File: src/chbuf_bus_pkg.sv
package chbuf_bus_pkg;

    // byte lane within a 32-bit bank word
    localparam int LANE_W     = 2;
    // bank number in the top bits, 0 to 2, 3 is refused
    localparam int BANK_SEL_W = 2;
    // word index inside a bank, sized for the default UADDR_W + LADDR_W
    localparam int WORD_IDX_W = 8;
    localparam int APB_ADDR_W = BANK_SEL_W + WORD_IDX_W + LANE_W;
    localparam int APB_DATA_W = 8;

    // field offsets within the read address
    localparam int WORD_LSB = LANE_W;
    localparam int BANK_LSB = LANE_W + WORD_IDX_W;

    typedef logic [APB_ADDR_W-1:0] apb_addr_t;
    typedef logic [APB_DATA_W-1:0] apb_data_t;
    typedef logic [BANK_SEL_W-1:0] bank_sel_t;

endpackage

File: src/apb_read_port.sv
`timescale 1ns/1ps

module apb_read_port #(
    parameter int UADDR_W = 3,
    parameter int LADDR_W = 5
) (
    input  logic                              memclk_i,
    input  logic                              RESET_LADDR_DELAY,
    input  logic                              psel_i,
    input  logic                              penable_i,
    input  logic                              pwrite_i,
    input  chbuf_bus_pkg::apb_addr_t          paddr_i,
    output chbuf_bus_pkg::apb_data_t          prdata_o,
    output logic                              pready_o,
    output logic                              pslverr_o,
    output logic [2:0]                        bank_rd_en_o,
    output logic [UADDR_W+LADDR_W-1:0]        rd_addr_o,
    output logic [1:0]                        rd_lane_o,
    input  chbuf_bus_pkg::apb_data_t [2:0]    bank_byte_i
);
    import chbuf_bus_pkg::*;

    typedef enum logic [1:0] {
        ST_IDLE,
        ST_WAIT,
        ST_DONE
    } rd_state_e;

    rd_state_e state;
    bank_sel_t bank_sel;
    bank_sel_t bank_q;
    logic      acc_start;
    logic      acc_err;
    logic      err_q;

    assign bank_sel = paddr_i[BANK_LSB +: BANK_SEL_W];
    // first access cycle of a transfer
    assign acc_start = (state == ST_IDLE) && psel_i && penable_i;
    assign acc_err   = pwrite_i || (bank_sel == 2'd3);

    assign rd_addr_o = paddr_i[WORD_LSB +: UADDR_W + LADDR_W];
    assign rd_lane_o = paddr_i[LANE_W-1:0];

    // one-cycle read pulse to the addressed bank only
    always_comb begin
        bank_rd_en_o = '0;
        if (acc_start && !acc_err) begin
            bank_rd_en_o[bank_sel] = 1'b1;
        end
    end

    // access cycle, bank read cycle, then pready for one cycle
    always_ff @(posedge memclk_i) begin
        if (RESET_LADDR_DELAY) begin
            state     <= ST_IDLE;
            bank_q    <= '0;
            err_q     <= 1'b0;
            pready_o  <= 1'b0;
            pslverr_o <= 1'b0;
            prdata_o  <= '0;
        end else begin
            case (state)
                ST_IDLE: begin
                    if (acc_start) begin
                        bank_q <= bank_sel;
                        err_q  <= acc_err;
                        state  <= ST_WAIT;
                    end
                end
                ST_WAIT: begin
                    pready_o  <= 1'b1;
                    pslverr_o <= err_q;
                    prdata_o  <= err_q ? '0 : bank_byte_i[bank_q];
                    state     <= ST_DONE;
                end
                default: begin
                    pready_o  <= 1'b0;
                    pslverr_o <= 1'b0;
                    state     <= ST_IDLE;
                end
            endcase
        end
    end

endmodule

File: config.mk
export PLATFORM = sky130hd
export DESIGN_NAME = apb_read_port
export DESIGN_NICKNAME = d
export VERILOG_FILES = /design/src/chbuf_bus_pkg.sv /design/src/apb_read_port.sv
export SDC_FILE = /design/constraint.sdc
export NUM_CORES = 1
export LEC_CHECK = 0
export BUFFER_PORTS_ARGS = -buffer_cell sky130_fd_sc_hd__buf_4
export CAP_MARGIN = 20
export CORE_MARGIN = 2
export CORE_UTILIZATION = 41
export CTS_CLUSTER_SIZE = 16
export DETAILED_ROUTE_END_ITERATION = 10
export HOLD_SLACK_MARGIN = 0.1
export PLACE_DENSITY_LB_ADDON = 0.05
export RECOVER_POWER = 50
export SLEW_MARGIN = 0
export SYNTH_ARGS = -nofsm -noshare
export SYNTH_HDL_FRONTEND = slang
export SYNTH_SLANG_ARGS = --single-unit
File: constraint.sdc
create_clock -name memclk_i -period 3.4 [get_ports memclk_i]
set_input_delay 0.68 -clock memclk_i [delete_from_list [all_inputs] [get_ports memclk_i]]
set_output_delay 0.68 -clock memclk_i [all_outputs]
set_load 0.03 [all_outputs]
==> results of run 1 <==
## stage by stage
step	setup slack [ns]	instance area, um^2
floorplan	0.8794	810.8
detailed placement	1.337	1050
global placement	1.369	1050
finish	1.320	1061
global route	1.182	1061
CTS	1.299	1076
## layout make-up
type,count,area [um^2],share of cell area (%)
clock buffers,4,26.28,2.476
multi-input cells,54,389.1,36.67
flip-flops and latches,15,300.3,28.30
well taps,27,33.78,3.184
repair buffers,43,311.5,29.36
## sequential cells by signal, summed over array words and instances, names as in the netlist
signal     flops
prdata_o       8
bank_q         2
state          2
err_q          1
pready_o       1
pslverr_o      1
## per-layer routing
metal	global-route usage (%)	vias to the layer above	wire (um)
li1	-	362	-
met2	31.25	30	946
met1	15.43	317	686
met4	9.524	0	21
met3	4.321	4	157
met5	0	-	0
## where the power goes
group          switching [W]  internal, W  total (W)
Combinational      0.0000320    0.0000450  0.0000770
Sequential        0.00000766     0.000182   0.000190
Clock              0.0000557    0.0000454   0.000101
Total              0.0000953     0.000273   0.000368
## worst paths after layout
path                            startpoint              end  slack [ns]  depth (start not counted)
worst min-delay path              pready_o         pready_o        0.48                          2
worst min register to register    pready_o         pready_o        0.48                          2
worst max register to register    state[0]      prdata_o[5]        1.97                          3
worst max-delay path             penable_i  bank_rd_en_o[1]        1.32                          4
## logic make-up after synthesis
family | count (synthesis)
flip-flops | 15
AO/OA/AOI/OAI | 18
AND/OR/NAND/NOR | 25
buffers and inverters | 16
multiplexers | 11
## critical path, delay by kind of cell
kind,cells,cell delay (ns)
buf+inv,2,0.32
simple gates,2,0.40
## cell usage in the layout (no fill, tap or decap)
master,netlist,routed
nand3_1,1,1
and4bb_1,0,1
buf_4,10,39
a21oi_1,1,1
nor4b_1,2,2
clkbuf_4,0,4
o21ai_1,8,8
a2bb2oi_1,8,8
mux2i_1,11,11
a211oi_1,1,1
nor2_1,7,7
nor2b_1,1,1
nand2b_1,1,1
or3_1,1,1
nand3b_1,8,8
clkbuf_1,0,4
nor4_1,1,1
nor3_1,2,2
dfxtp_1,15,15
==> flow_metrics.py, run 1 <==
metrics = {
    "setup_path": {
        "critPathLaunchType": "input pin",
        "crit_slowest_cell": "nor4b_1",
        "cp.arrival_ns": 1.40,
        "cp-end-kind": "primary output",
        "crit_chain": "clkbuf_4 -> nand3_1 -> nor4b_1 -> buf_4",
        "worst-setup-path-type": "in2out",
        "critPathRequiredTime_ns": 2.72,
        "crit_path_max_incr_delay_ns": 0.27,
        "crit_fanout": 4,
    },
    "logic_synthesis": {
        "synth_top_family_by_area": "simple AND/OR/NAND/NOR gates",
        "synthSimpleGateAreaFrac_pct": 19.75,
        "ys_top_cells_by_area": "dfxtp_1 (37%), mux2i_1 (14%), buf_4 (9.3%), a2bb2oi_1 (8.6%), nand3b_1 (7.4%)",
        "yosys_warnings": 0,
        "synth_top_cell_area_share_pct": 37.04,
        "mappedNetlistArea_um2": 810.8,
        "ys_seq_area_share_pct": 37.04,
        "synth.area.mux_share_pct": 13.58,
        "syn_nets": 126,
        "synth_xor_area_share_pct": 0,
        "synth_commonest_cells": "dfxtp_1 (15), mux2i_1 (11), buf_4 (10)",
        "avgSynthCellArea_um2": 9.539,
        "synth_most_common_cell": "dfxtp_1",
        "synth_flop_cell": "dfxtp_1",
        "synth_edf_count": 0,
        "yosys.area_share.adder_pct": 0,
        "ys_ff_latch": 15,
        "yosys.area.top_type": "dfxtp_1",
        "synth-compound-area-share_pct": 15.12,
        "async_reset_ff_share_pct": 0,
        "synthCells": 85,
        "yosysUniqueCellTypes": 19,
    },
    "cts": {
        "cts.root.buffer_cell": "clkbuf_4",
        "htreeDepth": 1,
        "post_cts_buffers": 0,
        "worstSkewPairLatency_ns": 0.27,
        "clk_path_buf_depth": 2,
        "cts_buffers": 3,
        "clock_sinks": 15,
        "postCtsHoldBufs": 0,
        "cts_repair_resize_count": 0,
        "clkTransAtPathRegs_ns": 0.09,
        "cts_tree": "yes",
    },
    "drt": {
        "initialDrtViolationCount": 7,
        "routedWlPerCell_um": 12.67,
        "dr.pass1.iters": 2,
        "routed_via_density": 4.986,
        "route.detailed.drc": 0,
        "detail-route-antenna-nets": 0,
        "vias": 713,
        "drt-total-wl_um": 1812,
    },
    "floorplanning": {
        "die_h_um": 48.47,
        "core_mm2": 0.001922,
        "die_area_mm2": 0.002349,
        "io_pins": 64,
        "rows": 16,
        "initial_core_util_pct": 42.19,
        "die_w_um": 48.47,
    },
    "final_layout": {
        "fin_util_pct": 55.21,
        "final_nets": 158,
        "syn2layout_area_growth_pct": 30.86,
        "n_fill_cell": 190,
        "drive_above_1_share_pct": 37.07,
        "n_antenna_cell": 0,
        "fin_cells": 143,
    },
    "global_routing": {
        "antenna_found_initial": 0,
        "track_usage_pct": 16.32,
        "grt_pass1_wl_um": 3008,
        "grt_max_degree": 17,
        "first_global_vias": 696,
        "grt_overflow": 0,
    },
    "sta": {
        "drv_slew": 0,
        "rsz0062_at_grt": "false",
        "fin_crit_ns": 2.080,
        "min_period_over_period_pct": 61.17,
        "final-setup-viol-count": 0,
        "max_slew_margin_pct": 61.89,
        "fmax_mhz": 480.8,
        "tns_ns": 0,
        "final.setup_skew_ns": 0.001176,
        "holdWs_ns": 0.4825,
        "worstMarginPinSlew_ns": 0.5704,
        "hold_violations": 0,
    },
    "job": {
        "drv_cap": 0,
    },
    "power": {
        "power.total_w": 0.0003682,
        "power_density_mw_per_mm2": 347.1,
        "p_leak_nw": 0.4501,
        "vdd_ir_drop_max_mv": 0.1794,
    },
    "place": {
        "dp_hpwl_um": 1396,
        "portBuffers": 43,
        "gp_congestion": 0.6972,
        "dp.cells": 139,
    },
    "hold_path": {
        "hp-class": "reg2reg",
    },
    "run_status": {
        "status": "complete, no violations",
    },
}
No activity file was read; power rests on OpenSTA's default activity.
==> run 2: changes to the inputs <==
- CORE_UTILIZATION: 41 -> 34
- clock period: 3.4 -> 1.8 ns (I/O delays scaled with it)
==> run 2 against run 1 <==
Compared with the run above: global-route usage shrank 0.26 points; final area grew 7.7%; clock skew grew 0.0017 ns; count of clock-buffer cells in the layout is the same; wire length grew 9.2%; critical path type is now reg2out; largest power group unchanged.
==> flow_metrics.py, run 2 (synthesis gave the netlist of run 1 again) <==
metrics = {
    "power": {
        "p_leak_nw": 0.4904,
        "pwr-share-seq_pct": 49.8,
        "power_density_mw_per_mm2": 626.0,
        "p_switching_w": 0.0001900,
        "combinationalPowerShare_pct": 23.1,
        "sw_frac_of_total_pct": 26.56,
        "power.share.clock_pct": 27.1,
        "power.total_w": 0.0007151,
        "vdd_ir_drop_max_mv": 0.2974,
        "power.internal_w": 0.0005251,
    },
    "sta": {
        "tns_ns": 0,
        "fmax_mhz": 582.2,
        "min_period_over_period_pct": 95.42,
        "fin_crit_ns": 1.718,
        "max_slew_margin_pct": 58.52,
        "hold_violations": 0,
        "final.setup_skew_ns": 0.002857,
        "worstMarginPinSlew_ns": 0.6209,
        "drv_slew": 0,
        "final-setup-viol-count": 0,
        "setup_ws_ns": 0.08236,
    },
    "setup_path": {
        "crit_buf_inv": 1,
        "crit_path_max_incr_delay_ns": 0.37,
        "crit_fanout": 4,
        "cp_top_family": "simple AND/OR/NAND/NOR gates",
        "critPathRequiredTime_ns": 1.44,
        "worst-setup-path-type": "reg2out",
        "crit_slowest_cell": "dfxtp_4",
        "cp-end-kind": "primary output",
        "crit_chain": "nor2_4 -> nand3_2 -> nor4b_4 -> buf_6",
        "critPathLaunchType": "flop",
        "cp.arrival_ns": 1.36,
    },
    "final_layout": {
        "top_regs": "prdata_o (8), bank_q (2), state (2)",
        "largest_register_ffs": 8,
        "n_fill_cell": 214,
        "syn2layout_area_growth_pct": 40.90,
        "drive_above_1_share_pct": 47.06,
        "fin_util_pct": 51.15,
        "final_common_cell": "buf_4",
        "final_nets": 161,
        "top_register": "prdata_o",
        "final_cell_mix": "buf_4 (45), dfxtp_1 (13), mux2i_1 (11)",
        "n_antenna_cell": 0,
    },
    "cts": {
        "clkTransAtPathRegs_ns": 0.09,
        "htreeDepth": 1,
        "cts.root.buffer_cell": "clkbuf_4",
        "clk_path_buf_depth": 2,
        "clock_sinks": 15,
        "cts_buffers": 3,
        "worstSkewPairLatency_ns": 0.28,
        "cts_tree": "yes",
    },
    "place": {
        "portBuffers": 43,
        "gp_congestion": 0.6938,
        "dp_hpwl_um": 1432,
        "pre_cts_ws_ns": 0.3585,
    },
    "global_routing": {
        "grt_max_degree": 17,
        "track_usage_pct": 16.05,
        "grt_overflow": 0,
        "first_global_vias": 700,
        "grt_pass1_wl_um": 3146,
        "antenna_found_initial": 0,
    },
    "run_status": {
        "status": "complete, no violations",
    },
    "drt": {
        "vias": 752,
        "routedWlPerCell_um": 13.46,
        "initialDrtViolationCount": 9,
        "routed_via_density": 5.116,
        "route.detailed.drc": 0,
        "detail-route-antenna-nets": 0,
        "drt-total-wl_um": 1979,
        "dr.pass1.iters": 2,
    },
    "floorplanning": {
        "rows": 17,
        "die_w_um": 52.83,
        "io_pins": 64,
        "initial_core_util_pct": 36.30,
        "core_mm2": 0.002233,
        "die_h_um": 52.83,
        "die_area_mm2": 0.002791,
    },
    "hold_path": {
        "hp-class": "in2reg",
    },
    "job": {
        "drv_cap": 0,
    },
}
-- run 2: cell types whose count changed in the layout (fill, tap and decap cells not counted), moves of 2 or more --
cell and delta:
buf_4 +6, dfxtp_1 -2, nor4b_1 -2, clkbuf_1 -3
-- run 2: final cells by class --
class	count	area (um^2)	share of cell area (%)
multi-input combinational	54	426.7	37.35
timing repair buffer	46	349.1	30.56
sequential	15	305.3	26.72
tap	28	35.03	3.067
clock buffer	4	26.28	2.300
-- run 2: worst register-to-register path: stages, from the launching register on --
cell       delay, ns
dfxtp_1         0.49
nor2b_1         0.57
a2bb2oi_1       0.16
o21ai_1         0.13
-- run 2: repair_timing --
| item | in CTS | in global routing |
|---|---|---|
| endpoints found under the setup margin | 0 | 3 |
| hold buffers | 0 | 0 |
| gates resized for setup | 0 | 10 |
| buffers inserted | 0 | 1 |
-- run 2: power groups by stage --
stage          Combinational (W)  Sequential (W)  Clock [W]
5_1_grt                 0.000179        0.000359   0.000226
6_report                0.000165        0.000356   0.000194
2_1_floorplan           0.000113        0.000374          0
3_3_place_gp            0.000156        0.000364          0
3_5_place_dp            0.000158        0.000365          0
4_1_cts                 0.000158        0.000357   0.000207
-- run 2: path summary, 6_finish.rpt --
check | startpoint | to | slack [ns] | cells after the start
worst max register to register | bank_q[1] | prdata_o[1] | 0.39 | 3
worst max-delay path | state[0] | bank_rd_en_o[1] | 0.08 | 4
worst min-delay path | bank_byte_i[11] | prdata_o[3] | 0.34 | 3
worst min register to register | prdata_o[3] | prdata_o[3] | 0.48 | 2
-- run 2: metal layers --
| metal | GRT usage (%) | routed length [um] |
|---|---|---|
| met5 | 0 | 0 |
| met4 | 11.97 | 61 |
| met3 | 2.571 | 92 |
| met2 | 27.50 | 1008 |
| met1 | 17.53 | 816 |
-- run 2: through the flow --
step           std cells  cell area (um^2)  hold slack (ns)
6_report             147              1142           0.3381
5_1_grt              147              1142           0.3259
4_1_cts              146              1092           0.3279
3_5_place_dp         142              1066           0.4708
3_3_place_gp         142              1066           0.4670
2_1_floorplan         85             810.8           0.4525
