--- src/chbuf_data_pkg.sv ---
package chbuf_data_pkg;

    // input word is three chunks of two 12-bit samples
    localparam int DATA_W    = 72;
    localparam int CHUNK_W   = 24;
    localparam int NUM_CHUNK = DATA_W / CHUNK_W;
    localparam int BANK_W    = 32;
    localparam int NUM_BANKS = 3;
    localparam int NYB_PER_CHUNK = CHUNK_W / 4;

    typedef logic [CHUNK_W-1:0]   chunk_t;
    typedef logic [DATA_W-1:0]    in_word_t;
    typedef logic [BANK_W-1:0]    bank_word_t;
    typedef logic [BANK_W/8-1:0]  byte_en_t;

    // entry i (3 bits at 3*i) names the input nybble for output nybble i
    typedef logic [3*NYB_PER_CHUNK-1:0] nyb_order_t;

    // identity order, nybble i stays in place
    localparam nyb_order_t IDENT_ORDER = {3'd5, 3'd4, 3'd3, 3'd2, 3'd1, 3'd0};

    // phase of the input word within a group of four
    typedef enum logic [2:0] {
        PH_IDLE,
        PH_0,
        PH_1,
        PH_2,
        PH_3
    } phase_e;

endpackage

--- src/bank_packer.sv ---
`timescale 1ns/1ps

module bank_packer #(
    parameter chbuf_data_pkg::nyb_order_t SAMPLE_ORDER = chbuf_data_pkg::IDENT_ORDER
) (
    input  logic                               memclk_i,
    input  logic                               RESET_LADDR_DELAY,
    input  chbuf_data_pkg::in_word_t           dat_i,
    input  chbuf_data_pkg::phase_e             phase_i,
    input  logic                               capture_valid_i,
    output chbuf_data_pkg::bank_word_t [2:0]   bank_dat_o
);
    import chbuf_data_pkg::*;

    localparam int GRP_W = 4 * DATA_W;

    // remapped copies of the first three words of a group
    in_word_t   hold [3];
    in_word_t   remap_word;
    logic [GRP_W-1:0] grp_stream;
    // row r of a group, three bank words, row 0 at the front
    bank_word_t row_q [3][NUM_BANKS];

    // output nybble i of a chunk takes input nybble SAMPLE_ORDER[i]
    function automatic chunk_t remap_chunk(input chunk_t c);
        chunk_t     r;
        logic [2:0] src;
        r = '0;
        for (int i = 0; i < NYB_PER_CHUNK; i++) begin
            src = SAMPLE_ORDER[3*i +: 3];
            r[4*i +: 4] = c[4*src +: 4];
        end
        return r;
    endfunction

    always_comb begin
        for (int c = 0; c < NUM_CHUNK; c++) begin
            remap_word[CHUNK_W*c +: CHUNK_W] = remap_chunk(dat_i[CHUNK_W*c +: CHUNK_W]);
        end
    end

    // little-endian byte stream of the whole group, current word last
    assign grp_stream = {remap_word, hold[2], hold[1], hold[0]};

    // hold the first three words until the group is known complete
    always_ff @(posedge memclk_i) begin
        if (capture_valid_i) begin
            case (phase_i)
                PH_0:    hold[0] <= remap_word;
                PH_1:    hold[1] <= remap_word;
                PH_2:    hold[2] <= remap_word;
                default: ;
            endcase
        end
    end

    // bank word j of a group lands in bank j mod 3, row j div 3
    // rows then shift forward one per cycle to feed the banks
    always_ff @(posedge memclk_i) begin
        if (RESET_LADDR_DELAY) begin
            for (int r = 0; r < 3; r++) begin
                for (int b = 0; b < NUM_BANKS; b++) begin
                    row_q[r][b] <= '0;
                end
            end
        end else if (capture_valid_i && phase_i == PH_3) begin
            for (int r = 0; r < 3; r++) begin
                for (int b = 0; b < NUM_BANKS; b++) begin
                    row_q[r][b] <= grp_stream[BANK_W*(3*r+b) +: BANK_W];
                end
            end
        end else begin
            for (int b = 0; b < NUM_BANKS; b++) begin
                row_q[0][b] <= row_q[1][b];
                row_q[1][b] <= row_q[2][b];
            end
        end
    end

    always_comb begin
        for (int b = 0; b < NUM_BANKS; b++) begin
            bank_dat_o[b] = row_q[0][b];
        end
    end

endmodule

--- config.mk ---
export PLATFORM = sky130hd
export DESIGN_NAME = bank_packer
export DESIGN_NICKNAME = d
export VERILOG_FILES = /design/src/chbuf_data_pkg.sv /design/src/bank_packer.sv
export SDC_FILE = /design/constraint.sdc
export NUM_CORES = 1
export LEC_CHECK = 0
export ABC_AREA = 1
export BUFFER_PORTS_ARGS = -buffer_cell sky130_fd_sc_hd__buf_2
export CAP_MARGIN = 20
export CORE_ASPECT_RATIO = 2
export CORE_UTILIZATION = 55
export CTS_BUF_LIST = sky130_fd_sc_hd__clkbuf_8
export CTS_CLUSTER_DIAMETER = 200
export CTS_CLUSTER_SIZE = 25
export DETAILED_ROUTE_END_ITERATION = 8
export PLACE_DENSITY = 0.79
export SYNTH_ARGS = -nofsm -noshare
export SYNTH_HDL_FRONTEND = slang
export SYNTH_SLANG_ARGS = --single-unit
--- constraint.sdc ---
create_clock -name memclk_i -period 8.2 [get_ports memclk_i]
set_input_delay 0 -clock memclk_i [delete_from_list [all_inputs] [get_ports memclk_i]]
set_output_delay 0 -clock memclk_i [all_outputs]
set_load 0.05 [all_outputs]
==> metrics, run 1 <==
VDD IR-drop max=0.000199 V; total power=4370 uW; Clock Skew=0.0315 ns; final wirelength=43,000 um; TritonRoute pass-1 iters=5; Vias=11,500; Crit path depth=9; Hold Vio Cnt, Final=0; post-synth top area share=76.4%; fillcell total=2,641; final setup margin=5.48 ns; antenna violations before repair=6; Mapped Cells=1,480; largest net degree at the start of global routing=185; RSZ-0062 raised after global routing=false; WP data required=8.68 ns; total CTS buffers=24; CP Cell Sequence=dlygate4sd3_1 -> buf_2 -> inv_1 -> nor2_1 -> nand2_4 -> buf_4 -> buf_4 -> nand3_1 -> nand2_1; Mapped Area=19,800 um2; run status=finished clean; cell taking the most area after synthesis=edfxtp_1; row count=98; ratio of cells with drive above 1 in the final layout=12.5%; critical path's slowest cell=buf_4; Distinct cells, synth=15; # clock sinks=504; # IOs=174; final period utilization=33.2%; setup TNS=0 ns; static leakage=0.00918 uW; Routed wire per std cell=19.4 um; Buf/Inv on CP=5; CP arrival=3.21 ns; PortBufs=173; vias in the first global route=11,600; CP most frequent cell=buf_4; setup slack at placement=5.19 ns; Placement Cell Area=20,900 um2; Starting Density=55.7%; Final Max Slew Viols=0; Post-DP HPWL=27,300 um; min Tclk post-route=2.72 ns; Final ANT Viol Nets=0; clk root buf=clkbuf_8; fin util=62.0%; Avg Vias per Cell=5.18; initial drt markers=787; CP startpoint kind=primary input; H-tree depth=1; PD cells=198 nW/um2; CTS tree=built; # DRC=0; DIE WIDTH=136 um; reg2reg path depth=2; die area=36,800 um2; post-synthesis sequential area ratio=76.4%; clk_lat worst skew=0.61 ns; peak per-stage delay on the critical path=0.92 ns; total of max-cap violations=0; crit path max fanout=94; worst-margin pin slew=1.06 ns; most frequent cells in the layout=edfxtp_1 (504), nand3_1 (385), nand2_1 (194); area grow syn2layout=11.3%; CTS max path bufs=3; first-pass GRT wire length=64,600 um; Setup Viol. Count Final=0; synthesis-stage register bit count=504; FMAX=0.367 GHz; leading cell type in the layout, fill and taps excluded=edfxtp_1; Setup Buffers After CTS=0; Hold Crit Depth=3; Slew HR=29.7%; Final GP Congestion=0.761; Crit path max-delay family=buffers and inverters; GRT overflow=0; clock slew at reported path FFs=0.15 ns; Critical Path Sink Type=flip-flop; Hold WC Path Type=in2reg; Crit Path Class=in2reg; nets=1,848; Syn. warnings=0; Final Instance Area=22,000 um2; GRT Total Usage=24.0%; Core ar.=35,600 um2; main area contributors after synthesis=edfxtp_1 (76%), nand3_1 (9.7%), buf_4 (4.2%); Die H=270 um; Avg Inst Size Synth=13.4 um2
==> cells by family after synthesis <==
| kind of cell | after synthesis | share of synthesized area, % |
|---|---|---|
| buf+inv | 291 | 8.15 |
| other cells | 1 | 0.0189 |
| flops | 504 | 76.4 |
| simple gates | 684 | 15.4 |
==> per-stage QoR <==
stage          instances  hold slack (ns)
6_report            2221           0.0387
5_1_grt             2221           0.0243
4_1_cts             2218        0.0000320
3_5_place_dp        2116            0.227
3_3_place_gp        2116            0.221
2_1_floorplan       1671           0.0989
==> routing by layer <==
| metal | track usage [%] | part of all wire (%) | vias up |
|---|---|---|---|
| li1 | - | - | 5432 |
| met3 | 2.27 | 4.1 | 92 |
| met5 | 0 | 0 | - |
| met1 | 24.9 | 33 | 5627 |
| met4 | 14.4 | 6.3 | 0 |
| met2 | 45.2 | 57 | 362 |
==> where the power goes <==
part | switching [uW] | total [uW] | internal, uW
clock network | 696 | 981 | 285
registers | 39.5 | 3010 | 2970
logic | 290 | 385 | 95.4
==> layout make-up <==
type / count / area, um2 / share of cell area, %
inverter: 101 / 387 / 1.75
clock inverter: 1 / 30.0 / 0.136
timing repair buffer: 263 / 1760 / 8.00
tap: 450 / 563 / 2.55
clock buffer: 25 / 344 / 1.56
multi-input combinational: 876 / 3820 / 17.3
sequential: 504 / 15100 / 68.6
antenna: 1 / 2.50 / 0.0114
==> flip-flops by register name (all words and copies together) (netlist names) <==
name and count:
row_q 288, hold 216
==> worst reg2reg max path, stage by stage, from the launching register on <==
cell and delay [ns]:
edfxtp_1 0.40, nand3_1 0.09, nand2_1 0.19
==> cell usage after synthesis <==
| library cell | instances |
|---|---|
| inv_1 | 99 |
| clkbuf_1 | 12 |
| inv_2 | 2 |
| nand3_1 | 385 |
| nor2_2 | 1 |
| nand2_1 | 196 |
| buf_4 | 112 |
| nor2_1 | 100 |
| conb_1 | 1 |
| nand2_2 | 1 |
| buf_2 | 52 |
| nor3_1 | 1 |
| buf_6 | 5 |
| edfxtp_1 | 504 |
| buf_1 | 9 |
==> repair_timing <==
item / CTS / global route
hold buffers: 76 / 0
resized for setup: 0 / 0
hold endpoints to repair: 311 / 0
==> worst paths after layout <==
kind | startpoint | to | slack, ns
worst max-delay path | capture_valid_i | row_q[0][54]$_SDFFCE_PN0P_ | 5.48
worst min-delay path | phase_i[1] | hold[0][77]$_DFFE_PP_ | 0.04
worst max register to register | hold[0][47]$_DFFE_PP_ | row_q[0][47]$_SDFFCE_PN0P_ | 7.23
worst min register to register | row_q[0][234]$_SDFFCE_PN0P_ | row_q[0][138]$_SDFFCE_PN0P_ | 0.53
(Power assumes the default switching activity.)
==> run 2: changes to the inputs <==
--- a/config.mk
+++ b/config.mk
@@ -5,7 +5,7 @@
 export SDC_FILE = /design/constraint.sdc
 export NUM_CORES = 1
 export LEC_CHECK = 0
-export ABC_AREA = 1
+export ABC_AREA = 0
 export BUFFER_PORTS_ARGS = -buffer_cell sky130_fd_sc_hd__buf_2
 export CAP_MARGIN = 20
 export CORE_ASPECT_RATIO = 2
@@ -14,7 +14,7 @@
 export CTS_CLUSTER_DIAMETER = 200
 export CTS_CLUSTER_SIZE = 25
 export DETAILED_ROUTE_END_ITERATION = 8
-export PLACE_DENSITY = 0.79
+export PLACE_DENSITY = 0.82
 export SYNTH_ARGS = -nofsm -noshare
 export SYNTH_HDL_FRONTEND = slang
 export SYNTH_SLANG_ARGS = --single-unit
==> constraint.sdc (replaced) <==
create_clock -name memclk_i -period 2.5 [get_ports memclk_i]
set_input_delay 0 -clock memclk_i [delete_from_list [all_inputs] [get_ports memclk_i]]
set_output_delay 0 -clock memclk_i [all_outputs]
set_load 0.05 [all_outputs]
==> metrics, run 2 <==
GRT overflow=0 (unchanged); die area=40,000 um2 (+8.5%); switch share=23.1% (-0.31 points); Reg with most FFs=row_q; Final Max Slew Viols=0 (unchanged); Hold WC Path Type=in2reg; Flop pwr share=68.0% (-0.8 points); number of flops mapped to enable cells by yosys=504 (unchanged); total CTS buffers=24 (unchanged); Routed wire per std cell=17.6 um (-9.2%); Placement Cell Area=22,900 um2 (+9.7%); most frequent cell after synthesis=edfxtp_1; area grow syn2layout=11.7%; run status=finished clean; R2R Path Start=hold[0][32]$_DFFE_PP_; Post-CTS Hold Buffers=73 (-3.9%); Critical Path Sink Type=flip-flop; Largest register FFs=288 (unchanged); clock slew at reported path FFs=0.14 ns (about the same); CTS tree=built; Setup Buffers After CTS=0 (unchanged); total of max-cap violations=0 (unchanged); row count=102 (+4.1%); Slew HR=55.1% (+25 points); Mapped Cells=1,365 (-7.8%); biggest regs=row_q (288), hold (216); RSZ-0062 raised after global routing=false; DIE WIDTH=142 um (+4.1%); cell taking the most area after synthesis=edfxtp_1; fillcell total=2,857 (+8.2%); ratio of cells with drive above 1 in the final layout=14.0% (+1.4 points); Syn. warnings=0 (unchanged); worst-margin pin slew=0.674 ns (-0.381 ns); first-pass GRT wire length=59,100 um (-8.5%); Final Instance Area=24,000 um2 (+9.0%); # clock sinks=504 (unchanged); nets=1,753 (-5.1%); Avg Vias per Cell=4.93 (-5.0%); Setup Viol. Count Final=0 (unchanged); leading cell type in the layout, fill and taps excluded=edfxtp_1; Hold Path End=hold[0][95]$_DFFE_PP_; Clock Skew=0.0306 ns (-0.000910 ns); Hold Vio Cnt, Final=0 (unchanged); PD cells=604 nW/um2 (+200%); Hold Crit Depth=3 (unchanged); Post-synth top cells=edfxtp_1 (504), nand2b_1 (385), mux2i_1 (192); final setup margin=0.814 ns (-4.66 ns); min Tclk post-route=1.69 ns; clk root buf=clkbuf_8; most frequent cells in the layout=edfxtp_1 (504), nand2b_1 (384), mux2i_1 (192), conb_1 (192), buf_2 (172); crit path max fanout=132 (+40%); synthesis-stage register bit count=504 (unchanged); CP startpoint kind=primary input; Comb power frac=9.6% (+0.8 points); FMAX=0.593 GHz; # IOs=174 (unchanged); CP arrival=2.04 ns (-1.17 ns); # DRC=0 (unchanged); initial drt markers=603 (-23%); vias in the first global route=11,200 (-3.9%); final period utilization=67.5%; Post-DP HPWL=24,600 um (-10%); post-CTS sizing=0 (unchanged); WP data required=2.86 ns (-5.82 ns); setup slack at placement=0.713 ns (-4.47 ns); Core ar.=38,700 um2 (+8.7%); reg2reg path depth=3 (+1); Die H=282 um (+4.2%); main area contributors after synthesis=edfxtp_1 (70%), nand2b_1 (11%), mux2i_1 (8.9%); CTS max path bufs=3 (unchanged); Final GP Congestion=0.746 (-2.0%); Crit Path Class=in2reg; Vias=10,800 (-6.0%); WHS=0.0745 ns (+0.0358 ns); Worst Min Path Start=phase_i[0]; R2R Setup Slk=1.53 ns (-5.70 ns); final wirelength=38,600 um (-10%); Pint=11,200 uW (+230%); antenna violations before repair=3 (-3); asr flop ratio synth=0% (unchanged); end of the worst register-to-register path=row_q[0][32]$_SDFFCE_PN0P_; Crit. Startpoint=RESET_LADDR_DELAY; post-synth top area share=70.4% (-6.1 points); clk_lat worst skew=0.60 ns (about the same); VDD IR-drop max=0.000559 V (+180%); clock share of power=22.5% (about the same); Mapped Area=21,500 um2 (+8.6%); TritonRoute pass-1 iters=4 (-1); H-tree depth=1 (unchanged); Starting Density=55.6% (-0.074 points); Distinct cells, synth=17 (+2); Avg Inst Size Synth=15.8 um2 (+18%); static leakage=0.00837 uW (-8.8%); largest net degree at the start of global routing=137 (-26%); Final ANT Viol Nets=0 (unchanged); GRT Total Usage=19.7% (-4.3 points); post-synthesis sequential area ratio=70.4% (-6.1 points); Main synth FF type=edfxtp_1; setup TNS=0 ns (unchanged); Switch Pwr=3350 uW (+230%); PortBufs=173 (unchanged)
-- run 2: power groups by stage --
stage,logic (uW),registers [uW],clock network [uW]
3_5_place_dp,1300,10100,0
3_3_place_gp,1270,10000,0
4_1_cts,1400,9870,3360
6_report,1390,9860,3260
2_1_floorplan,1050,10000,0
5_1_grt,1500,9900,3600
-- run 2: how the worst max path moves through the flow --
stage / slack (ns) / to
2_1_floorplan: -0.36 / hold[0][100]$_DFFE_PP_
3_3_place_gp: 0.73 / row_q[0][32]$_SDFFCE_PN0P_
3_5_place_dp: 0.71 / row_q[0][32]$_SDFFCE_PN0P_
4_1_cts: 0.85 / row_q[0][143]$_SDFFCE_PN0P_
5_1_grt: 0.69 / row_q[0][143]$_SDFFCE_PN0P_
6_report: 0.81 / row_q[0][89]$_SDFFCE_PN0P_
-- run 2: layout make-up --
cell class | count | area, um2 | area share (%)
antenna | 1 | 2.50 | 0.0104
clock buffer | 25 | 344 | 1.43
clock inverter | 1 | 30.0 | 0.125
multi-input combinational | 870 | 5880 | 24.5
sequential | 504 | 15100 | 63.0
tap | 520 | 651 | 2.71
timing repair buffer | 275 | 1980 | 8.25
-- run 2: per-layer routing --
metal | global-route usage [%] | vias to the layer above | share of wire (%)
li1 | - | 5155 | -
met2 | 37.2 | 223 | 55
met1 | 22.0 | 5367 | 38
met5 | 0 | - | 0.047
met3 | 1.94 | 68 | 3.2
met4 | 9.02 | 4 | 4.2
-- run 2: logic make-up after synthesis --
group	after synthesis	share of synthesized area (%)
multiplexers	192	8.93
other	1	0.0174
AND/OR/NAND/NOR	486	14.8
buffers and inverters	182	5.89
flip-flops	504	70.4
-- run 2: per-stage QoR --
stage                     util, %  total power (uW)  cells
after global routing         62.1             15000   2196
after detailed placement     59.2             11400   2095
after CTS                    62.0             14600   2194
after global placement       59.2             11300   2095
final                        62.1             14500   2196
after floorplan                 -             11100   1556
-- run 2: critical path, cell delays in order --
cell and delay, ns:
dlygate4sd3_1 0.56, buf_8 0.48, buf_4 0.65, nand2b_1 0.20
mux2i_1 0.09
