File: src/chbuf_data_pkg.sv
package chbuf_data_pkg;

    // input word is three chunks of two 12-bit samples
    localparam int DATA_W    = 72;
    localparam int CHUNK_W   = 24;
    localparam int NUM_CHUNK = DATA_W / CHUNK_W;
    localparam int BANK_W    = 32;
    localparam int NUM_BANKS = 3;
    localparam int NYB_PER_CHUNK = CHUNK_W / 4;

    typedef logic [CHUNK_W-1:0]   chunk_t;
    typedef logic [DATA_W-1:0]    in_word_t;
    typedef logic [BANK_W-1:0]    bank_word_t;
    typedef logic [BANK_W/8-1:0]  byte_en_t;

    // entry i (3 bits at 3*i) names the input nybble for output nybble i
    typedef logic [3*NYB_PER_CHUNK-1:0] nyb_order_t;

    // identity order, nybble i stays in place
    localparam nyb_order_t IDENT_ORDER = {3'd5, 3'd4, 3'd3, 3'd2, 3'd1, 3'd0};

    // phase of the input word within a group of four
    typedef enum logic [2:0] {
        PH_IDLE,
        PH_0,
        PH_1,
        PH_2,
        PH_3
    } phase_e;

endpackage

File: src/event_sequencer.sv
`timescale 1ns/1ps

module event_sequencer #(
    parameter int UADDR_W   = 3,
    parameter int LADDR_W   = 5,
    parameter int RUN_DELAY = 0
) (
    input  logic                                    memclk_i,
    input  logic                                    RESET_LADDR_DELAY,
    input  logic                                    channel_run_i,
    input  logic [UADDR_W-1:0]                      bram_uaddr_i,
    output chbuf_data_pkg::phase_e                  phase_o,
    output logic                                    capture_valid_o,
    output logic [UADDR_W+LADDR_W-1:0]              word_addr_o,
    output chbuf_data_pkg::byte_en_t [2:0]          bank_be_o,
    output logic [UADDR_W-1:0]                      uaddr_o
);
    import chbuf_data_pkg::*;

    logic               run_d;
    logic               run_prev;
    logic               start;
    logic               start_q;
    phase_e             ph_q;
    logic               grp_done;
    // one bit per pending row write of the last completed group
    logic [2:0]         wr_sr;
    logic               row_active;
    logic [LADDR_W-1:0] laddr;
    logic [UADDR_W-1:0] uaddr;

    // run delay, plain flops
    generate
        if (RUN_DELAY == 0) begin : g_nodly
            assign run_d = channel_run_i;
        end else begin : g_dly
            logic [RUN_DELAY-1:0] run_sr;
            always_ff @(posedge memclk_i) begin
                if (RESET_LADDR_DELAY) begin
                    run_sr <= '0;
                end else begin
                    // oldest bit falls off the top
                    run_sr <= RUN_DELAY'({run_sr, channel_run_i});
                end
            end
            assign run_d = run_sr[RUN_DELAY-1];
        end
    endgenerate

    // first delayed-run cycle after a low
    assign start = run_d && !run_prev;

    // start word is always PH_0
    assign phase_o         = start ? PH_0 : (run_d ? ph_q : PH_IDLE);
    assign capture_valid_o = run_d;

    // fourth word of a group seen, whole group can go out
    assign grp_done   = capture_valid_o && (phase_o == PH_3);
    assign row_active = |wr_sr;

    always_ff @(posedge memclk_i) begin
        if (RESET_LADDR_DELAY) begin
            run_prev <= 1'b0;
            start_q  <= 1'b0;
            ph_q     <= PH_IDLE;
            wr_sr    <= '0;
            laddr    <= '0;
            uaddr    <= '0;
        end else begin
            run_prev <= run_d;
            start_q  <= start;
            wr_sr    <= {wr_sr[1:0], grp_done};
            // ring advance, idle when run drops
            case (phase_o)
                PH_0:    ph_q <= PH_1;
                PH_1:    ph_q <= PH_2;
                PH_2:    ph_q <= PH_3;
                PH_3:    ph_q <= PH_0;
                default: ph_q <= PH_IDLE;
            endcase
            if (start) begin
                uaddr <= bram_uaddr_i;
            end
            // laddr cleared one cycle after start, rows step it
            if (start_q) begin
                laddr <= '0;
            end else if (row_active) begin
                laddr <= laddr + 1'b1;
            end
        end
    end

    assign word_addr_o = {uaddr, laddr};
    assign uaddr_o     = uaddr;

    // each row write fills one full word in every bank
    always_comb begin
        for (int b = 0; b < NUM_BANKS; b++) begin
            bank_be_o[b] = {$bits(byte_en_t){row_active}};
        end
    end

endmodule

File: config.mk
export PLATFORM = sky130hd
export DESIGN_NAME = event_sequencer
export DESIGN_NICKNAME = d
export VERILOG_FILES = /design/src/chbuf_data_pkg.sv /design/src/event_sequencer.sv
export SDC_FILE = /design/constraint.sdc
export NUM_CORES = 1
export LEC_CHECK = 0
export BUFFER_PORTS_ARGS = -buffer_cell sky130_fd_sc_hd__buf_2
export CAP_MARGIN = 5
export CORE_AREA = 2 2 46 48
export DETAILED_ROUTE_END_ITERATION = 6
export DIE_AREA = 0 0 48 50
export GPL_TIMING_DRIVEN = 0
export MAX_ROUTING_LAYER = met4
export PLACE_DENSITY_LB_ADDON = 0.12
export SYNTH_ARGS = -nofsm -noshare
export SYNTH_HDL_FRONTEND = slang
export SYNTH_SLANG_ARGS = --single-unit
File: constraint.sdc
create_clock -name memclk_i -period 1.62 [get_ports memclk_i]
set_input_delay 0.486 -clock memclk_i [delete_from_list [all_inputs] [get_ports memclk_i]]
set_output_delay 0.486 -clock memclk_i [all_outputs]
set_load 0.02 [all_outputs]
==> key figures, run 1 <==
Run status
  – Status: complete, but fails checks
  – Failing checks: negative setup slack

Die
  – Row count: 16
  – Die Ht: 50 um
  – Initial Util: between 30% and 40%
  – Io pins: 33
  – Core Footprint: 1900 um^2
  – Full die area: 2400 um^2
  – Die Span X: 48 um

STA
  – Final count of hold timing violations: 0
  – Setup WS post-layout: -0.101 ns
  – RSZ-0062 raised after global routing: yes
  – Fin crit share: 106%
  – Clock skew: 0.000673 ns
  – Minimum clock period: approximately 1.7 ns
  – Min Hold Slack: 0.436 ns
  – Setup TNS: -0.972 ns
  – Slew headroom: 82.5%
  – Fin. max-slew vios: 0
  – Setup violation total in the final timing report: 12
  – Fmax: 581 MHz
  – Slew @ Worst Pin: 0.258 ns

Worst setup path
  – R2R Path Start: laddr[0]
  – Crit. Startpoint: wr_sr[2]
  – Crit-path max FO: 12
  – Startpoint type of the worst setup path: register
  – Crit Path Class: reg -> out
  – Crit. End Element: primary output
  – Arr. time, crit path: 1.23 ns
  – Data required time of the worst path: around 1.1 ns

Power
  – P_leak: between 0.0005 and 0.0006 uW
  – PwrDens: between 700 and 800 nW/um^2
  – Worst IR drop on VDD: between 0.4 and 0.5 mV

Yosys
  – Post-Syn Area: 734 um^2
  – Async SR Flop Fraction: 0%
  – Largest cells by area after synthesis: dfxtp_1 (44%), buf_4 (16%), mux2i_1 (5.5%), nor2_1 (3.6%), xor2_1 (2.4%)
  – Seq cells post-synth: 16
  – Yosys top cell by area: dfxtp_1
  – Gate Count Post-Synth: between 70 and 80
  – Syn. warnings: 0
  – Synth Flop Type: dfxtp_1
  – Sequential area share after synthesis: 43.6%
  – Number of flops mapped to enable cells by yosys: 0
  – Yosys cell types: 26
  – Syn_nets: 83
  – Syn avg cell area: roughly 9.7 um^2
  – Top cell type's share of synthesized area: 43.6%

Clock tree
  – Clock-pin slew on the worst setup and hold paths: 0.09 ns
  – H-tree depth: 1
  – TritonCTS clock tree: yes
  – CTS Root Cell: clkbuf_4
  – Worst-skew pair later-pin latency: 0.28 ns
  – Clock Tree Buf Depth: 2
  – Clock Sinks: 16
  – TritonCTS buffer count: 3

Place
  – Dpl cells: about 130
  – Post-DP HPWL: 1.00 mm
  – IO Port Bufs: 31
  – Placed inst area: 923 um^2
  – Gpl congestion: 0.710

Drt
  – Iter 0 DRT Violations: 3
  – Via density: between 4 and 5
  – Vias post-DR: 609
  – Drt first pass iters: 2
  – # DRC: 0
  – Routed Antenna Nets: 0
  – Final wirelength: 1.39 mm
  – WL/cell: ~10 um

Layout
  – Antenna fix cells: 0
  – Layout cell share with drive strength beyond 1: 58.0%
  – Fin util: 54.9%
  – Post-Layout Cell Count: approximately 140
  – Final net count: 120
  – Commonest non-fill, non-tap cells in the layout: buf_4 (22), buf_2 (20), dfxtp_1 (11)
  – Most common cell after layout, fill and taps aside: buf_4
  – Design Area, Final: 1040 um^2
  – Fillcell total: between 150 and 200
  – Layout Area Growth over Synthesis: 42.2%

Global route
  – Total Routing Usage GR: around 14%
  – Pin count of the biggest net entering global routing: 13
  – Global-route wire length before repair: 2.21 mm
  – Grt total ovfl: 0
  – Initial antenna violation count: 0
  – Vias in the first global route: approximately 530

Worst hold path
  – Hold path start: bram_uaddr_i[2]
  – Tightest Hold Check Type: in -> reg

Flow run
  – Max-Cap Viols: 0
cells by family after synthesis:
family | count (synthesis) | synth area share (%)
adder cells (fa/ha/maj) | 1 | 1.70
flip-flops | 16 | 43.6
AND/OR/NAND/NOR | 26 | 22.5
AO/OA/AOI/OAI | 6 | 4.60
multiplexers | 4 | 5.45
XOR/XNOR | 3 | 3.58
buffers and inverters | 20 | 18.6
through the flow:
step | power [uW] | worst slack (ns)
3_3_place_gp | 487 | -0.0595
2_1_floorplan | 465 | 0.150
6_report | 736 | -0.101
4_1_cts | 748 | -0.115
5_1_grt | 776 | -0.197
3_5_place_dp | 488 | -0.0787
state kept, by name (all words and copies together), names as in the netlist:
name      count
run_prev      1
ph_q          3
start_q       1
uaddr_o       3
wr_sr         3
laddr         5
metal layers:
metal	vias up	GRT usage [%]	wire length, um
li1	313	-	-
met1	276	13.5	568
met5	-	-	0
met4	0	2.70	0
met2	20	23.3	736
met3	0	6.59	83
synthesized netlist by cell type, types with 2 or more instances:
cell type  count
mux2i_1        4
buf_4         16
nor3_1         2
nor2_1         7
dfxtp_1       16
inv_1          3
nand2b_1       2
o21ai_0        2
or3_1          2
xor2_1         2
a21oi_1        2
nand3_1        3
nor2b_1        2
worst paths after layout:
kind	to	slack, ns	cells after the start
setup / recovery	bank_be_o[5]	-0.10	4
hold / removal	uaddr_o[2]	0.44	3
setup reg to reg	laddr[4]	0.41	4
hold reg to reg	start_q	0.47	1
what timing repair did:
item / 4_1_cts / 5_1_grt
gates resized for setup: 21 / 9
setup endpoints to repair: 13 / 14
pin swaps: 1 / 0
setup buffers: 1 / 0
hold buffers: 0 / 0
gates cloned: 0 / 0
power by group:
group	switching (uW)	internal, uW
clock network	118	137
logic	39.8	33.5
registers	6.79	401
total	165	572
critical path, stage by stage, from the launching register on:
cell and delay [ns]:
dfxtp_2 0.34, nor3_4 0.23, inv_4 0.09, buf_4 0.14, buf_4 0.15
cell type report:
cell class,instances,area [um^2],area share [%]
plain buffers,17,125,12.0
clock buffers,4,36.3,3.47
inverters,3,13.8,1.32
multi-input cells,40,288,27.5
flip-flops and latches,16,329,31.5
well taps,27,33.8,3.23
repair buffers,32,219,21.0
No activity file was read; power rests on OpenSTA's default activity.
==> run 2: changes to the inputs <==
--- a/config.mk
+++ b/config.mk
@@ -7,9 +7,10 @@
 export LEC_CHECK = 0
 export BUFFER_PORTS_ARGS = -buffer_cell sky130_fd_sc_hd__buf_2
 export CAP_MARGIN = 5
-export CORE_AREA = 2 2 46 48
+export CORE_AREA = 2 2 43 45
+export CTS_BUF_LIST = sky130_fd_sc_hd__clkbuf_8
 export DETAILED_ROUTE_END_ITERATION = 6
-export DIE_AREA = 0 0 48 50
+export DIE_AREA = 0 0 45 47
 export GPL_TIMING_DRIVEN = 0
 export MAX_ROUTING_LAYER = met4
 export PLACE_DENSITY_LB_ADDON = 0.12
==> run 2 against run 1 <==
  * The flow still finishes with violations (negative setup slack)
  * Combinational power down 2.9%
  * Sequential cell count unchanged
  * Worst setup slack better by 0.044 ns
  * Critical path depth unchanged
  * Register-to-register slack better by 0.04 ns
  * Final area down 0.48%
  * Critical path type unchanged
  * Critical endpoint is now bank_be_o[10]
  * Largest cell class unchanged
  * Largest power group unchanged
  * Highest routed layer is now met4
==> key figures, run 2 (synthesis results as in run 1) <==
STA
  – Slew @ Worst Pin: 0.239 ns (was 0.258 ns)
  – Final count of hold timing violations: 0 (unchanged)
  – RSZ-0062 raised after global routing: yes (unchanged)
  – Fin. max-slew vios: 0 (unchanged)
  – Fmax: 596 MHz (was 581 MHz)
  – Clock skew: 0.00110 ns (was 0.000673 ns)
  – Slew headroom: 83.9% (was 82.5%)
  – Setup violation total in the final timing report: 12 (unchanged)
  – Setup WS post-layout: -0.0571 ns (was -0.101 ns)
  – Fin crit share: 104% (was 106%)
  – Minimum clock period: 1.68 ns (was 1.72 ns)

Power
  – Sw Share: 21.9% (was 22.4%)
  – Pint: 598 uW (was 572 uW)
  – PwrDens: 737 nW/um^2 (was 705 nW/um^2)
  – Worst IR drop on VDD: 0.835 mV (was 0.496 mV)
  – Portion of total power attributed to sequential cells: 53.4% (was 55.5%)
  – Combinational share of power: 9.3% (was 10.0%)
  – Total power: 767 uW (was 736 uW)
  – P_leak: 0.000551 uW (was 0.000550 uW)
  – Clock Power Share: 37.3% (was 34.6%)
  – Psw: 168 uW (was 165 uW)

Layout
  – Final net count: 120 (unchanged)
  – Largest register FFs: 5 (unchanged)
  – Fin util: 63.0% (was 54.9%)
  – Most flops, register: laddr (unchanged)
  – Layout cell share with drive strength beyond 1: 53.2% (was 58.0%)
  – Antenna fix cells: 0 (unchanged)
  – Layout Area Growth over Synthesis: 41.6% (was 42.2%)
  – Design Area, Final: 1040 um^2 (about the same)
  – Fillcell total: 143 (was 179)
  – Commonest non-fill, non-tap cells in the layout: buf_2 (19), buf_4 (19), dfxtp_1 (13) (was buf_4 (22), buf_2 (20), dfxtp_1 (11))

Die
  – Io pins: 33 (unchanged)
  – Die Ht: 47 um (was 50 um)
  – Initial Util: 44.5% (was 38.6%)
  – Full die area: 2120 um^2 (was 2400 um^2)
  – Die Span X: 45 um (was 48 um)
  – Core Footprint: 1650 um^2 (was 1900 um^2)
  – Row count: 15 (was 16)

Clock tree
  – Clock Sinks: 16 (unchanged)
  – H-tree depth: 1 (unchanged)
  – Clock-pin slew on the worst setup and hold paths: 0.06 ns (was 0.09 ns)
  – TritonCTS buffer count: 3 (unchanged)
  – Worst-skew pair later-pin latency: 0.24 ns (was 0.28 ns)
  – Clock Tree Buf Depth: 2 (unchanged)
  – Hold buffers post-CTS: 0 (unchanged)
  – TritonCTS clock tree: yes (unchanged)
  – CTS Root Cell: clkbuf_8 (was clkbuf_4)

Worst setup path
  – Arr. time, crit path: 1.19 ns (was 1.23 ns)
  – Data required time of the worst path: 1.13 ns (about the same)
  – Crit Path Class: reg -> out (unchanged)
  – Startpoint type of the worst setup path: register (unchanged)
  – Reg2reg setup slack: 0.45 ns (was 0.41 ns)
  – Crit. End Element: primary output (unchanged)
  – Crit-path max FO: 12 (unchanged)

Drt
  – WL/cell: 11.0 um (was 9.99 um)
  – Routed Antenna Nets: 0 (unchanged)
  – Final wirelength: 1.40 mm (was 1.39 mm)
  – Via density: 4.72 (was 4.38)
  – Drt first pass iters: 4 (was 2)
  – Iter 0 DRT Violations: 3 (unchanged)
  – # DRC: 0 (unchanged)
  – Vias post-DR: 604 (was 609)

Global route
  – Pin count of the biggest net entering global routing: 13 (unchanged)
  – Grt total ovfl: 0 (unchanged)
  – Global-route wire length before repair: 2.08 mm (was 2.21 mm)
  – Total Routing Usage GR: 14.6% (was 13.6%)
  – Initial antenna violation count: 0 (unchanged)
  – Vias in the first global route: 510 (was 525)

Place
  – Gpl congestion: 0.748 (was 0.710)
  – Post-DP HPWL: 976 um (was 1.00 mm)
  – Placed inst area: 911 um^2 (was 923 um^2)
  – IO Port Bufs: 31 (unchanged)

Run status
  – Failing checks: negative setup slack (unchanged)
  – Status: complete, but fails checks (unchanged)

Worst hold path
  – Tightest Hold Check Type: reg -> reg (was in -> reg)

Flow run
  – Max-Cap Viols: 0 (unchanged)
-- run 2: changes by cell type in the layout (fill, tap and decap cells not counted), moves of 2 or more --
| cell | before | now |
|---|---|---|
| clkbuf_4 | 3 | 0 |
| buf_4 | 22 | 19 |
| clkbuf_8 | 1 | 3 |
| dfxtp_1 | 11 | 13 |
| buf_6 | 7 | 11 |
-- run 2: layout make-up --
| class | count | area (um^2) | share of cell area, % |
|---|---|---|---|
| sequential | 16 | 324 | 31.2 |
| multi-input combinational | 40 | 278 | 26.7 |
| timing repair buffer | 32 | 236 | 22.7 |
| buffer | 17 | 125 | 12.0 |
| clock buffer | 3 | 41.3 | 3.97 |
| tap | 17 | 21.3 | 2.05 |
| inverter | 3 | 13.8 | 1.32 |
-- run 2: layer usage --
layer  up-vias  global-route usage, %  share of wire (%)
li1        313                      -                  -
met1       270                   13.6                 43
met2        19                   26.9                 50
met3         2                   5.77                6.8
met4         0                   5.29               0.85
met5         -                      -                  0
-- run 2: timing repair --
action	CTS	global route
setup endpoints to repair	12	14
setup buffers	1	0
endpoints found under the hold margin	0	0
pin swaps	1	0
gates resized for setup	24	5
-- run 2: through the flow --
stage	setup slack (ns)	TNS [ns]	hold slack, ns	cells
2_1_floorplan	0.150	0	0.436	76
3_3_place_gp	-0.0725	-0.861	0.455	124
3_5_place_dp	-0.0840	-0.965	0.454	124
4_1_cts	-0.0483	-0.393	0.462	128
5_1_grt	-0.103	-1.01	0.490	128
6_report	-0.0571	-0.490	0.459	128
-- run 2: worst paths after layout --
kind,start,to,cells past startpoint
worst max-delay path,wr_sr[2],bank_be_o[10],4
worst min-delay path,ph_q[2],ph_q[2],1
worst max register to register,laddr[0],laddr[4],4
worst min register to register,ph_q[2],ph_q[2],1
-- run 2: power by group through the flow --
stage | Clock, uW | Sequential, uW | Combinational, uW
after detailed placement | 0 | 417 | 70.7
after floorplan | 0 | 422 | 42.7
after CTS | 299 | 409 | 71.0
after global routing | 312 | 411 | 77.7
final | 286 | 409 | 71.2
after global placement | 0 | 417 | 69.8
-- run 2: critical path, stage by stage, from the launching register on --
cell and delay [ns]:
dfxtp_2 0.34, nor3_4 0.23, inv_4 0.10, buf_4 0.14
buf_4 0.14
